===== config.mk =====
export PLATFORM = sky130hd
export DESIGN_NAME = signedMultiplier
export DESIGN_NICKNAME = d
export VERILOG_FILES = /design/src/hdl/mulPkg.sv /design/src/hdl/signedMultiplier.sv /design/src/hdl/mulControl.sv /design/src/hdl/addSub9.sv /design/src/hdl/shiftReg.sv /design/src/hdl/hexDriver.sv
export VERILOG_INCLUDE_DIRS = /design/src /design/src/hdl
export SDC_FILE = /design/constraint.sdc
export NUM_CORES = 1
export LEC_CHECK = 0
export BUFFER_PORTS_ARGS = -buffer_cell sky130_fd_sc_hd__buf_2
export CORE_AREA = 2 2 113 71
export DETAILED_ROUTE_END_ITERATION = 7
export DIE_AREA = 0 0 115 73
export SLEW_MARGIN = 5
export SYNTH_ARGS = -nofsm -noshare
export SYNTH_HDL_FRONTEND = slang
export SYNTH_SLANG_ARGS = --single-unit

===== constraint.sdc =====
create_clock -name Clk -period 2.8 [get_ports Clk]
set_input_delay 0.42 -clock Clk [delete_from_list [all_inputs] [get_ports Clk]]
set_output_delay 0.42 -clock Clk [all_outputs]
set_load 0.03 [all_outputs]

===== src/hdl/mul_params.svh =====
`ifndef MUL_PARAMS_SVH
`define MUL_PARAMS_SVH

// Operand width of multiplicand S and multiplier B
`define MUL_WIDTH 8

// Add/shift pairs per multiplication with one per multiplier bit
`define MUL_STEPS `MUL_WIDTH

// Seven-segment pattern width for segments a to g
`define SEG_WIDTH 7

`endif

===== src/hdl/mulPkg.sv =====
package mulPkg;

	// Sequencer states
	// idle waits for Run, and also handles ClearALoadB
	// clear zeroes A and X before the first step
	// add and shift alternate for the first MUL_STEPS-1 bits
	// sub replaces add for the sign bit of B
	// lastShift is the shift that follows sub
	// done holds until Run is released
	typedef enum logic [2:0]
	{
		idle,
		clear,
		add,
		shift,
		sub,
		lastShift,
		done
	} ctrlState;

	// Adder operation
	// opSub is needed on the last step since B's top bit has negative weight
	typedef enum logic
	{
		opAdd,
		opSub
	} aluOp;

endpackage


===== src/hdl/signedMultiplier.sv =====
`include "mul_params.svh"

// Signed 8x8 multiplier for the switch and button lab board
// Product ends up in A:B, X carries the sign of A between steps
module signedMultiplier
(
	input  logic                  Clk,
	input  logic                  rstN,
	input  logic [`MUL_WIDTH-1:0] S,
	input  logic                  Run,
	input  logic                  ClearALoadB,
	output logic [`MUL_WIDTH-1:0] Aval,
	output logic [`MUL_WIDTH-1:0] Bval,
	output logic                  X,
	output logic [`SEG_WIDTH-1:0] AhexU,
	output logic [`SEG_WIDTH-1:0] AhexL,
	output logic [`SEG_WIDTH-1:0] BhexU,
	output logic [`SEG_WIDTH-1:0] BhexL
);

	// Strobes from the sequencer
	logic         clearAX;
	logic         loadB;
	logic         loadAX;
	logic         shiftEn;
	mulPkg::aluOp op;

	// Adder result into A and X
	logic [`MUL_WIDTH-1:0] adderSum;
	logic                  adderMsb;

	// M is the multiplier bit currently at B's bottom
	mulControl controller
	(
		.Clk         (Clk),
		.rstN        (rstN),
		.Run         (Run),
		.ClearALoadB (ClearALoadB),
		.M           (Bval[0]),
		.clearAX     (clearAX),
		.loadB       (loadB),
		.loadAX      (loadAX),
		.shiftEn     (shiftEn),
		.op          (op)
	);

	addSub9 adderUnit
	(
		.a   (Aval),
		.s   (S),
		.op  (op),
		.sum (adderSum),
		.msb (adderMsb)
	);

	// A takes X at the top on a shift, so the shift is arithmetic
	shiftReg #(.Width(`MUL_WIDTH)) regA
	(
		.Clk     (Clk),
		.rstN    (rstN),
		.clear   (clearAX),
		.load    (loadAX),
		.shiftEn (shiftEn),
		.shiftIn (X),
		.d       (adderSum),
		.q       (Aval)
	);

	// B loads straight from the switches and takes A's low bit on a shift
	// B is never cleared except by reset
	shiftReg #(.Width(`MUL_WIDTH)) regB
	(
		.Clk     (Clk),
		.rstN    (rstN),
		.clear   (1'b0),
		.load    (loadB),
		.shiftEn (shiftEn),
		.shiftIn (Aval[0]),
		.d       (S),
		.q       (Bval)
	);

	// Extension flop that holds during shifts
	always_ff @(posedge Clk or negedge rstN)
	begin
		if (!rstN)
			X <= 1'b0;
		else if (clearAX)
			X <= 1'b0;
		else if (loadAX)
			X <= adderMsb;
	end

	// Displays
	hexDriver hexAU (.nibble(Aval[7:4]), .segments(AhexU));
	hexDriver hexAL (.nibble(Aval[3:0]), .segments(AhexL));
	hexDriver hexBU (.nibble(Bval[7:4]), .segments(BhexU));
	hexDriver hexBL (.nibble(Bval[3:0]), .segments(BhexL));

endmodule


===== src/hdl/mulControl.sv =====
`include "mul_params.svh"

// Sequencer for the signed shift-and-add multiply
// Run starts one pass of clear, add/shift pairs, sub, lastShift and done
// ClearALoadB in idle clears A and X and loads S into B
module mulControl
(
	input  logic         Clk,
	input  logic         rstN,
	input  logic         Run,
	input  logic         ClearALoadB,
	input  logic         M,
	output logic         clearAX,
	output logic         loadB,
	output logic         loadAX,
	output logic         shiftEn,
	output mulPkg::aluOp op
);

	localparam int CntWidth = $clog2(`MUL_STEPS);

	// Shift count at which the next step is the subtract
	localparam logic [CntWidth-1:0] LastAddCnt = CntWidth'(`MUL_STEPS - 2);

	mulPkg::ctrlState state;
	mulPkg::ctrlState nextState;

	// Counts completed shifts within one pass
	logic [CntWidth-1:0] stepCnt;

	// State and step counter
	always_ff @(posedge Clk or negedge rstN)
	begin
		if (!rstN)
		begin
			state   <= mulPkg::idle;
			stepCnt <= '0;
		end
		else
		begin
			state <= nextState;
			if (state == mulPkg::clear)
			begin
				stepCnt <= '0;
			end
			else if (state == mulPkg::shift)
			begin
				stepCnt <= stepCnt + 1'b1;
			end
		end
	end

	// Next state
	always_comb
	begin
		nextState = state;
		unique case (state)
			mulPkg::idle:
			begin
				// Run wins over ClearALoadB
				if (Run)
				begin
					nextState = mulPkg::clear;
				end
			end
			mulPkg::clear:
			begin
				nextState = mulPkg::add;
			end
			mulPkg::add:
			begin
				nextState = mulPkg::shift;
			end
			mulPkg::shift:
			begin
				// After the seventh shift the sign bit of B is at M
				if (stepCnt == LastAddCnt)
					nextState = mulPkg::sub;
				else
					nextState = mulPkg::add;
			end
			mulPkg::sub:
			begin
				nextState = mulPkg::lastShift;
			end
			mulPkg::lastShift:
			begin
				nextState = mulPkg::done;
			end
			mulPkg::done:
			begin
				// Hold the product until Run drops
				if (!Run)
				begin
					nextState = mulPkg::idle;
				end
			end
			default:
			begin
				nextState = mulPkg::idle;
			end
		endcase
	end

	// Strobes
	always_comb
	begin
		clearAX = 1'b0;
		loadB   = 1'b0;
		loadAX  = 1'b0;
		shiftEn = 1'b0;
		op      = mulPkg::opAdd;
		unique case (state)
			mulPkg::idle:
			begin
				// Load only while no multiply is being started
				clearAX = ClearALoadB && !Run;
				loadB   = ClearALoadB && !Run;
			end
			mulPkg::clear:
			begin
				clearAX = 1'b1;
			end
			mulPkg::add:
			begin
				loadAX = M;
			end
			mulPkg::sub:
			begin
				loadAX = M;
				op     = mulPkg::opSub;
			end
			mulPkg::shift, mulPkg::lastShift:
			begin
				shiftEn = 1'b1;
			end
			default:
			begin
				// done keeps every strobe off
			end
		endcase
	end

endmodule


===== src/hdl/addSub9.sv =====
`include "mul_params.svh"

// Adder/subtractor one bit wider than the operands
// The extra bit feeds the X flop so the partial product keeps its sign
module addSub9
(
	input  logic [`MUL_WIDTH-1:0] a,
	input  logic [`MUL_WIDTH-1:0] s,
	input  mulPkg::aluOp          op,
	output logic [`MUL_WIDTH-1:0] sum,
	output logic                  msb
);

	localparam int ExtWidth = `MUL_WIDTH + 1;

	logic [ExtWidth-1:0] aExt;
	logic [ExtWidth-1:0] sExt;
	logic [ExtWidth-1:0] sOperand;
	logic                carryIn;
	logic [ExtWidth-1:0] result;

	// Sign extension by one bit
	assign aExt = {a[`MUL_WIDTH-1], a};
	assign sExt = {s[`MUL_WIDTH-1], s};

	// Two's complement subtract inverts the operand and adds one through the carry
	assign carryIn  = (op == mulPkg::opSub);
	assign sOperand = carryIn ? ~sExt : sExt;

	assign result = aExt + sOperand + ExtWidth'(carryIn);

	// Low bits go to A, top bit goes to X
	assign sum = result[`MUL_WIDTH-1:0];
	assign msb = result[ExtWidth-1];

endmodule


===== src/hdl/shiftReg.sv =====
// Register with clear, parallel load and right shift
// Priority is clear, then load, then shift
module shiftReg
#(
	parameter int Width = 8
)
(
	input  logic             Clk,
	input  logic             rstN,
	input  logic             clear,
	input  logic             load,
	input  logic             shiftEn,
	input  logic             shiftIn,
	input  logic [Width-1:0] d,
	output logic [Width-1:0] q
);

	always_ff @(posedge Clk or negedge rstN)
	begin
		if (!rstN)
		begin
			q <= '0;
		end
		else if (clear)
		begin
			q <= '0;
		end
		else if (load)
		begin
			q <= d;
		end
		else if (shiftEn)
		begin
			// Serial input enters at the top, bit 0 drops out
			q <= {shiftIn, q[Width-1:1]};
		end
	end

endmodule


===== src/hdl/hexDriver.sv =====
`include "mul_params.svh"

// Nibble to seven-segment decoder
// Active-low pattern with bit 0 as segment a up to bit 6 as segment g
module hexDriver
(
	input  logic [3:0]            nibble,
	output logic [`SEG_WIDTH-1:0] segments
);

	always_comb
	begin
		unique case (nibble)
			4'h0: segments = 7'h40;
			4'h1: segments = 7'h79;
			4'h2: segments = 7'h24;
			4'h3: segments = 7'h30;
			4'h4: segments = 7'h19;
			4'h5: segments = 7'h12;
			4'h6: segments = 7'h02;
			4'h7: segments = 7'h78;
			4'h8: segments = 7'h00;
			4'h9: segments = 7'h10;
			// Letters with b and d shown lower case
			4'hA: segments = 7'h08;
			4'hB: segments = 7'h03;
			4'hC: segments = 7'h46;
			4'hD: segments = 7'h21;
			4'hE: segments = 7'h06;
			4'hF: segments = 7'h0E;
			default: segments = 7'h7F;
		endcase
	end

endmodule


==> metrics.log, run 1 <==
INFO  metric floorplan.rows = 25
INFO  metric worstPathMaxFanout = 4
INFO  metric final.setup.tns = 0 ns
INFO  metric design.die.area = 8400 um^2
INFO  metric setup.reg_to_reg.worst_slack = 0.25 ns
INFO  metric worstSkewPairLatency = approximately 0.26 ns
INFO  metric cts_inserted_buffers = 3
INFO  metric area_of_the_mapped_netlist = roughly 2500 um^2
INFO  metric finalWirelength = 6410 um
INFO  metric globalRouteTotalUtil = 15.8%
INFO  metric detailedRoute.firstIterationViolations = 193
INFO  metric grt.overflow.total = 0
INFO  metric synth.avg_cell_area = 8.06 um^2
INFO  metric multiplexer_fraction_of_the_synthesized_cell_area = 5.48%
INFO  metric nets = between 400 and 500
INFO  metric timing.reg2reg.worst_path_depth = 8
INFO  metric timing.final.hold_violations = 0
INFO  metric worst_slew_pin_slew = 0.555 ns
INFO  metric first_global_vias = 2071
INFO  metric synth_adder_area_share = 17.7%
INFO  metric final_max_slew_viol_count = 0
INFO  metric area_growth_syn_to_layout = 17.5%
INFO  metric worst-endpoint-arrival = 2.69 ns
INFO  metric numClockSinks = 23
INFO  metric synth_compound_area_share = around a quarter
INFO  metric ys_types = 51
INFO  metric setup_repair_after_global_routing_missed_its_margin = no
INFO  metric hold_class = in2async
INFO  metric post_route_cells_drive_above_1_share = 22.1%
INFO  metric postSynthNetCount = 359
INFO  metric number_of_buffers_added_for_setup_after_cts = 0
INFO  metric finalHoldWorstSlack = between 0.1 and 0.15 ns
INFO  metric dieHeight = between 70 and 80 um
INFO  metric relSlewSlack = 62.1%
INFO  metric synth_warnings = 0
INFO  metric worst_r2r_startpoint = controller.state[0]
INFO  metric cts.clk_slew.worst_paths = around 0.070 ns
INFO  metric vias_cell = 5.25
INFO  metric critical_path.endpoint_type = register
INFO  metric postSynth.topFlopCell = dfrtp_1
INFO  metric period_needed = between 2 and 3 ns
INFO  metric final_antenna_net_count = 0
INFO  metric antenna_cells = 0
INFO  metric timing.final.crit_share = about nine tenths
INFO  metric cts_tree = done
INFO  metric cts.path.max_buffers = 2
INFO  metric initial_antenna_violation_count = 0
INFO  metric setup-violations-final = 0
INFO  metric post_drt_wl_per_cell = 14.1 um
INFO  metric nature_of_the_critical_path_startpoint = register
INFO  metric syn_inst = ~310
INFO  metric required = 2.93 ns
INFO  metric grt_start_max_net_pins = 24
INFO  metric n_fill_cell = 780
INFO  metric globalplace.congestion = 0.835
INFO  metric drt_drc_violations_left = 0
INFO  metric synth_sequential_area_ratio = 22.9%
INFO  metric fmaxAchievable = 392 MHz
INFO  metric mostFrequentLayoutCell = buf_2
INFO  metric detail_route.first_pass.iterations = 4
INFO  metric place.detailed.hpwl = about 5000 um
INFO  metric ys_seq_elements = 23
INFO  metric top_library_cells_by_usage_in_the_layout_fill_and_taps_aside = 56 x buf_2, 40 x o21ai_0, 34 x ha_1
INFO  metric core = 7510 um^2
INFO  metric ctsHoldBuffers = 0
INFO  metric io-pin-count = 57
INFO  metric ys_async_sr_fraction = 100%
INFO  metric synth_simple_gate_area_share = 18.8%
INFO  metric crit-reg2reg-capture = regA.q[7]
INFO  metric wire_length_of_the_first_global_routing_pass = 10600 um
INFO  metric die_width = 115 um
INFO  metric setup.worst_path.class = reg2reg
INFO  metric routed-via-count = 2396
INFO  metric cts-resized-gates = 0
INFO  metric cap_violations = 0
INFO  metric outcome = complete, no violations
INFO  metric cts-root-buf = clkbuf_16
INFO  metric largest_family_of_logic_cells_by_synthesized_area = compound AO/OA/AOI/OAI gates
INFO  metric start_util = 33.5%
INFO  metric portBuffers = 56
INFO  metric synth-edff-count = 0
INFO  metric synthXorXnorAreaFrac = 3.83%
INFO  metric cts.htree.levels = 1
INFO  metric clock_skew = 0.00595 ns
==> worst max path at each step <==
stage,from,end,slack [ns]
floorplan,controller.state[1],regA.q[7],0.37
global placement,controller.state[0],regA.q[7],0.36
detailed placement,controller.state[0],regA.q[7],0.26
CTS,controller.state[0],regA.q[7],0.23
global route,controller.state[0],regA.q[7],0.04
finish,controller.state[0],regA.q[7],0.25
==> final cells by class <==
class	count	area [um^2]	share of cell area, %
Tap cell	94	118	3.98
Timing Repair Buffer	63	333	11.3
Sequential cell	23	576	19.5
Clock inverter	1	5.00	0.169
Multi-Input combinational cell	255	1780	60.4
Clock buffer	3	75.1	2.54
Inverter	17	63.8	2.16
==> flip-flops by register name, summed over array words and instances, names as in the netlist <==
register / cells
controller.stepCnt: 3
regB.q: 8
X: 1
controller.state: 3
regA.q: 8
==> logic make-up after synthesis <==
group	count (synthesis)
AO/OA/AOI/OAI	105
AND/OR/NAND/NOR	92
adder cells (fa/ha/maj)	35
buffers and inverters	34
flip-flops	23
multiplexers	12
XOR/XNOR	11
==> worst max-delay path, stage by stage, from the launching register on <==
cell and delay [ns]:
dfrtp_1 0.39, nor3b_2 0.34, xor2_1 0.28, ha_1 0.30
a31o_2 0.26, a221oi_2 0.37, nor3b_1 0.27, or4_1 0.14
nand3_1 0.07
==> cell usage after synthesis (3+ instances only) <==
cell / number / area, um^2
o21ai_0: 40 / 200
ha_1: 34 / 425
nand2_1: 32 / 120
a21oi_1: 30 / 150
dfrtp_1: 23 / 576
nor2_1: 22 / 82.6
inv_1: 17 / 63.8
clkbuf_1: 10 / 37.5
xor2_1: 10 / 87.6
a22oi_1: 7 / 52.6
mux2i_1: 7 / 70.1
nor2b_1: 6 / 37.5
a31oi_1: 5 / 31.3
nand2b_1: 5 / 31.3
nand3_1: 5 / 25.0
a21o_1: 4 / 30.0
mux2_2: 4 / 45.0
or3_1: 4 / 25.0
buf_4: 3 / 22.5
nor3b_1: 3 / 22.5
o21a_1: 3 / 22.5
==> routing by layer <==
layer	track usage, %	up-vias	part of all wire, %
met3	3.07	4	4.3
met2	22.0	62	40
met1	25.3	1128	55
met4	2.14	0	0.51
li1	-	1202	-
met5	0	-	0
==> metrics by stage <==
| step | cells | instance area, um^2 | util, % | setup WS (ns) |
|---|---|---|---|---|
| after CTS | 456 | 2950 | 39.3 | 0.228 |
| final | 456 | 2950 | 39.3 | 0.249 |
| after detailed placement | 452 | 2870 | 38.3 | 0.260 |
| after global routing | 456 | 2950 | 39.3 | 0.0415 |
| after floorplan | 312 | 2510 | - | 0.369 |
| after global placement | 452 | 2870 | 38.3 | 0.359 |
Power of run 1 is left out: the tool's default activity adds up to more than one toggle a clock period on the data nets, which glitch-free logic cannot reach.
==> run 2, diff against run 1 <==
- CORE_AREA: 2 2 113 71 -> 2 2 91 58
- DIE_AREA: 0 0 115 73 -> 0 0 93 60
- GPL_ROUTABILITY_DRIVEN: default -> 1
- PLACE_DENSITY: default -> 0.79
- SLEW_MARGIN: 5 -> 25
==> metrics.log, run 2 (synthesis gave the netlist of run 1 again) <==
INFO  metric setup_slack = 0.258 ns
INFO  metric top_regs = regA.q: 8 flops, regB.q: 8 flops
INFO  metric floorplan.rows = 20
INFO  metric routed-via-count = 2433
INFO  metric timing.reg2reg.worst_path_depth = 9
INFO  metric wire_length_of_the_first_global_routing_pass = 9980 um
INFO  metric cts_tree = done
INFO  metric ctsHoldBuffers = 0
INFO  metric period_needed = about 2.5 ns
INFO  metric antenna_cells = 0
INFO  metric cts.htree.levels = 1
INFO  metric design.die.area = 5580 um^2
INFO  metric final_max_slew_viol_count = 0
INFO  metric final_antenna_net_count = 0
INFO  metric relSlewSlack = 61.9%
INFO  metric number_of_buffers_added_for_setup_after_cts = 0
INFO  metric vias_cell = between 5 and 6
INFO  metric nature_of_the_critical_path_startpoint = register
INFO  metric grt.overflow.total = 0
INFO  metric hold_class = in2async
INFO  metric cts-resized-gates = 0
INFO  metric globalplace.congestion = between 0.8 and 0.9
INFO  metric finish.cell_count_without_fillers = 428
INFO  metric cts_inserted_buffers = 3
INFO  metric area_growth_syn_to_layout = 14.7%
INFO  metric clock_skew = 0.00972 ns
INFO  metric worst-endpoint-arrival = 2.12 ns
INFO  metric detail_route.first_pass.iterations = 4
INFO  metric first_global_vias = 2033
INFO  metric post-place-cells = 424
INFO  metric dieHeight = about 60 um
INFO  metric initial_antenna_violation_count = 0
INFO  metric io-pin-count = 57
INFO  metric setup.worst_path.class = reg2out
INFO  metric setup_repair_after_global_routing_missed_its_margin = no
INFO  metric drt_drc_violations_left = 0
INFO  metric setup-violations-final = 0
INFO  metric finalWirelength = 6150 um
INFO  metric fmaxAchievable = 393 MHz
INFO  metric outcome = complete, no violations
INFO  metric cap_violations = 0
INFO  metric critical_path.endpoint_type = output pin
INFO  metric final.setup.tns = 0 ns
INFO  metric timing.final.crit_share = 90.8%
INFO  metric post-place-ws = 0.263 ns
INFO  metric required = around 2.4 ns
INFO  metric cts.clk_slew.worst_paths = ~0.09 ns
INFO  metric place.detailed.hpwl = about 4800 um
INFO  metric crit-reg2reg-capture = regA.q[5]
INFO  metric mostFrequentLayoutCell = buf_2
INFO  metric worstSkewPairLatency = 0.28 ns
INFO  metric grt_start_max_net_pins = 24
INFO  metric timing.final.hold_violations = 0
INFO  metric start_util = 52.3%
INFO  metric die_width = a little over 90 um
INFO  metric detailedRoute.firstIterationViolations = 267
INFO  metric post_route_cells_drive_above_1_share = 22.1%
INFO  metric nets = 410
INFO  metric top_library_cells_by_usage_in_the_layout_fill_and_taps_aside = 56 x buf_2, 40 x o21ai_0, 34 x ha_1
INFO  metric core = 4800 um^2
INFO  metric worstPathMaxFanout = 10
INFO  metric portBuffers = 56
INFO  metric globalRouteTotalUtil = 22.6%
INFO  metric worst_r2r_startpoint = controller.state[0]
INFO  metric numClockSinks = 23
INFO  metric cts-root-buf = clkbuf_8
INFO  metric worst_slew_pin_slew = 0.571 ns
INFO  metric post_drt_wl_per_cell = 14.4 um
INFO  metric setup.reg_to_reg.worst_slack = ~0.27 ns
INFO  metric cts.path.max_buffers = 2
## run 2: cell count changes in the layout (fill, tap and decap cells not counted)
| cell | delta |
|---|---|
| clkbuf_8 | +3 |
| clkbuf_16 | -3 |
## run 2: per-stage QoR
step | instance area [um^2] | utilization [%] | hold WS [ns]
2_1_floorplan | 2510 | - | 0.124
3_3_place_gp | 2840 | 59.1 | 0.429
3_5_place_dp | 2840 | 59.1 | 0.432
4_1_cts | 2880 | 60.0 | 0.134
5_1_grt | 2880 | 60.0 | 0.147
6_report | 2880 | 60.0 | 0.114
## run 2: worst max-delay path by stage
stage                     slack [ns]           startpoint         to
after floorplan                 0.37  controller.state[1]  regA.q[7]
after global placement          0.39  controller.state[0]  regA.q[7]
after detailed placement        0.26  controller.state[0]  regA.q[5]
after CTS                       0.25  controller.state[0]  regA.q[5]
after global routing            0.04  controller.state[0]  regA.q[7]
final                           0.26            regA.q[1]   AhexL[0]
## run 2: layout make-up
| cell class | instances | area, um^2 |
|---|---|---|
| multi-input combinational | 255 | 1780 |
| sequential | 23 | 576 |
| fill | 447 | 1920 |
| timing repair buffer | 63 | 333 |
| inverter | 17 | 63.8 |
| clock inverter | 1 | 5.00 |
| tap | 66 | 82.6 |
| clock buffer | 3 | 41.3 |
## run 2: worst max-delay path, cell delays in order, from the launching register on
cell     delay, ns
dfrtp_1       0.52
inv_1         0.19
ha_1          0.27
nor2b_1       0.08
or3b_2        0.46
o21ai_0       0.09
buf_2         0.23
## run 2: per-layer routing
metal  track usage (%)  vias to the layer above  part of all wire (%)
met4              3.78                        0                  0.37
li1                  -                     1208                     -
met2              34.0                       91                    43
met1              35.1                     1130                    51
met3              3.03                        4                   5.9
met5                 0                        -                     0
Power of run 2 is left out for the same reason.
==> run 3, diff against run 2 <==
- ABC_AREA: default -> 1
- CORE_AREA: 2 2 91 58 -> 2 2 89 57
- DIE_AREA: 0 0 93 60 -> 0 0 91 59
==> metrics.log, run 3 <==
INFO  metric final.setup.tns = 0 ns
INFO  metric largest_family_of_logic_cells_by_synthesized_area = compound AO/OA/AOI/OAI gates
INFO  metric placement.cell_area = between 2000 and 3000 um^2
INFO  metric globalplace.congestion = 0.882
INFO  metric design.die.area = between 5000 and 6000 um^2
INFO  metric seq_area = 576 um^2
INFO  metric grt.overflow.total = 0
INFO  metric ys_async_sr_fraction = 100%
INFO  metric floorplan.rows = 19
INFO  metric cts.clk_slew.worst_paths = 0.09 ns
INFO  metric initial_antenna_violation_count = 0
INFO  metric synth_adder_area_share = 18.4%
INFO  metric n_fill_cell = 427
INFO  metric wire_length_of_the_first_global_routing_pass = 9360 um
INFO  metric detailedRoute.firstIterationViolations = 139
INFO  metric final_max_slew_viol_count = 0
INFO  metric worstSkewPairLatency = approximately 0.27 ns
INFO  metric cts-root-buf = clkbuf_8
INFO  metric hold_class = in2async
INFO  metric timing.final.hold_violations = 0
INFO  metric period_needed = 2.32 ns
INFO  metric synthMostInstantiatedCell = nand2_1
INFO  metric die_width = 91 um
INFO  metric setup_repair_after_global_routing_missed_its_margin = no
INFO  metric post_synth_most_frequent_cells = 66 x nand2_1, 44 x inv_1, 34 x ha_1
INFO  metric place.detailed.hpwl = 4440 um
INFO  metric top_library_cells_by_usage_in_the_layout_fill_and_taps_aside = 66 x nand2_1, 56 x buf_2, 44 x inv_1
INFO  metric cts-resized-gates = 0
INFO  metric setup.reg_to_reg.worst_slack = ~0.53 ns
INFO  metric numClockSinks = 23
INFO  metric setup.worst_path.class = reg2out
INFO  metric post_drt_wl_per_cell = 12.7 um
INFO  metric cap_violations = 0
INFO  metric final_antenna_net_count = 0
INFO  metric cells_along_the_critical_path = inv_1 -> ha_1 -> o311ai_0 -> buf_2
INFO  metric timing.final.crit_share = 82.8%
INFO  metric syn_inst = approximately 340
INFO  metric nets = 436
INFO  metric number_of_buffers_added_for_setup_after_cts = 0
INFO  metric ys_types = 34
INFO  metric clock_skew = between 0.01 and 0.015 ns
INFO  metric post-place-cells = between 400 and 500
INFO  metric area_of_the_mapped_netlist = 2420 um^2
INFO  metric fmaxAchievable = 431 MHz
INFO  metric grt_start_max_net_pins = 24
INFO  metric multiplexer_fraction_of_the_synthesized_cell_area = 0%
INFO  metric worstPathMaxFanout = 10
INFO  metric postSynthNetCount = between 300 and 400
INFO  metric drt_drc_violations_left = 0
INFO  metric multi_input_comb_area = 1600 um^2
INFO  metric finalWirelength = 5730 um
INFO  metric synth_warnings = 0
INFO  metric yosysTopAreaCell = dfrtp_1
INFO  metric antenna_cells = 0
INFO  metric vias_cell = 5.40
INFO  metric synth_sequential_area_ratio = a little under a quarter
INFO  metric outcome = complete, no violations
INFO  metric synth-edff-count = 0
INFO  metric synth_simple_gate_area_share = 22.1%
INFO  metric cts_inserted_buffers = 3
INFO  metric cts_tree = done
INFO  metric finish.cell_count_without_fillers = 451
INFO  metric mostFrequentLayoutCell = nand2_1
INFO  metric synth.avg_cell_area = between 7 and 8 um^2
INFO  metric area_growth_syn_to_layout = 14.2%
INFO  metric worst_slew_pin_slew = 0.587 ns
INFO  metric portBuffers = 56
INFO  metric yosys-top-cells-area = dfrtp_1 24%, ha_1 18%, nand2_1 10%, inv_1 6.8%, o21ai_0 6.8%
INFO  metric dieHeight = 59 um
INFO  metric worst-endpoint-arrival = 1.90 ns
INFO  metric postSynth.topFlopCell = dfrtp_1
INFO  metric relSlewSlack = about three fifths
INFO  metric detail_route.first_pass.iterations = 4
INFO  metric routed-via-count = approximately 2400
INFO  metric required = 2.38 ns
INFO  metric synthXorXnorAreaFrac = roughly 2.9%
INFO  metric synth_compound_area_share = roughly 23%
INFO  metric crit_slowest_cell = dfrtp_1
INFO  metric globalRouteTotalUtil = between 20% and 30%
INFO  metric cts.htree.levels = 1
INFO  metric synth.top_cell.area_share = 23.8%
INFO  metric top_regs = regA.q: 8 flops, regB.q: 8 flops
INFO  metric start_util = 54.1%
INFO  metric io-pin-count = 57
INFO  metric final_util = 61.8%
INFO  metric nature_of_the_critical_path_startpoint = register
INFO  metric post_route_cells_drive_above_1_share = 18.8%
INFO  metric first_global_vias = 2096
INFO  metric worst_r2r_startpoint = controller.state[0]
INFO  metric timing.critical_path.slowest_cell_delay = roughly 0.54 ns
INFO  metric crit-reg2reg-capture = X
INFO  metric final_area = about 2800 um^2
INFO  metric ys_seq_elements = 23
INFO  metric setup-violations-final = 0
INFO  metric timing.reg2reg.worst_path_depth = 11
INFO  metric ctsHoldBuffers = 0
INFO  metric critical_path.endpoint_type = output pin
INFO  metric cts.path.max_buffers = 2
INFO  metric core = 4470 um^2
==> run 3: cell count changes after synthesis, moves of 6 or more <==
cell and change:
nand2_1 +34, inv_1 +27, nand3_1 +16, xor2_1 -9
o221ai_1 +8, a22oi_1 -7, mux2i_1 -7, o21ai_0 -7
nor2b_1 -6, xnor2_1 +6
==> run 3: cell type report <==
type	count	area share (%)
clock buffers	4	1.63
repair buffers	56	10.1
multi-input cells	257	58.0
well taps	63	2.85
inverters	48	6.52
flip-flops and latches	23	20.8
==> run 3: cells by family after synthesis <==
family                   Yosys count
AND/OR/NAND/NOR                  122
flip-flops                        23
buffers and inverters             59
AO/OA/AOI/OAI                     92
XOR/XNOR                           8
adder cells (fa/ha/maj)           35
==> run 3: worst max-delay path by stage <==
stage | to | startpoint | cells after the start | slack (ns)
4_1_cts | AhexU[3] | regA.q[5] | 4 | 0.48
3_3_place_gp | X | controller.state[0] | 11 | 0.64
5_1_grt | X | controller.state[0] | 11 | 0.32
3_5_place_dp | X | controller.state[0] | 11 | 0.54
6_report | AhexU[3] | regA.q[5] | 4 | 0.48
2_1_floorplan | AhexU[3] | regA.q[5] | 3 | 0.09
==> run 3: layer usage <==
| metal | GRT usage (%) | share of wire (%) |
|---|---|---|
| met3 | 4.07 | 5.2 |
| met4 | 1.95 | 0.31 |
| met1 | 31.6 | 52 |
| met5 | 0 | 0 |
| met2 | 33.0 | 43 |
==> run 3: worst max-delay path, delay by kind of cell (launching register included) <==
kind                     cells  cell delay (ns)
flip-flops                   1             0.54
buffers and inverters        2             0.42
AO/OA/AOI/OAI                1             0.33
adder cells (fa/ha/maj)      1             0.33
==> run 3: stage by stage <==
step	worst slack, ns	hold WS (ns)
5_1_grt	0.322	0.158
3_5_place_dp	0.543	0.440
4_1_cts	0.480	0.146
6_report	0.482	0.135
2_1_floorplan	0.0892	0.124
3_3_place_gp	0.641	0.430
Power of run 3 is left out for the same reason.
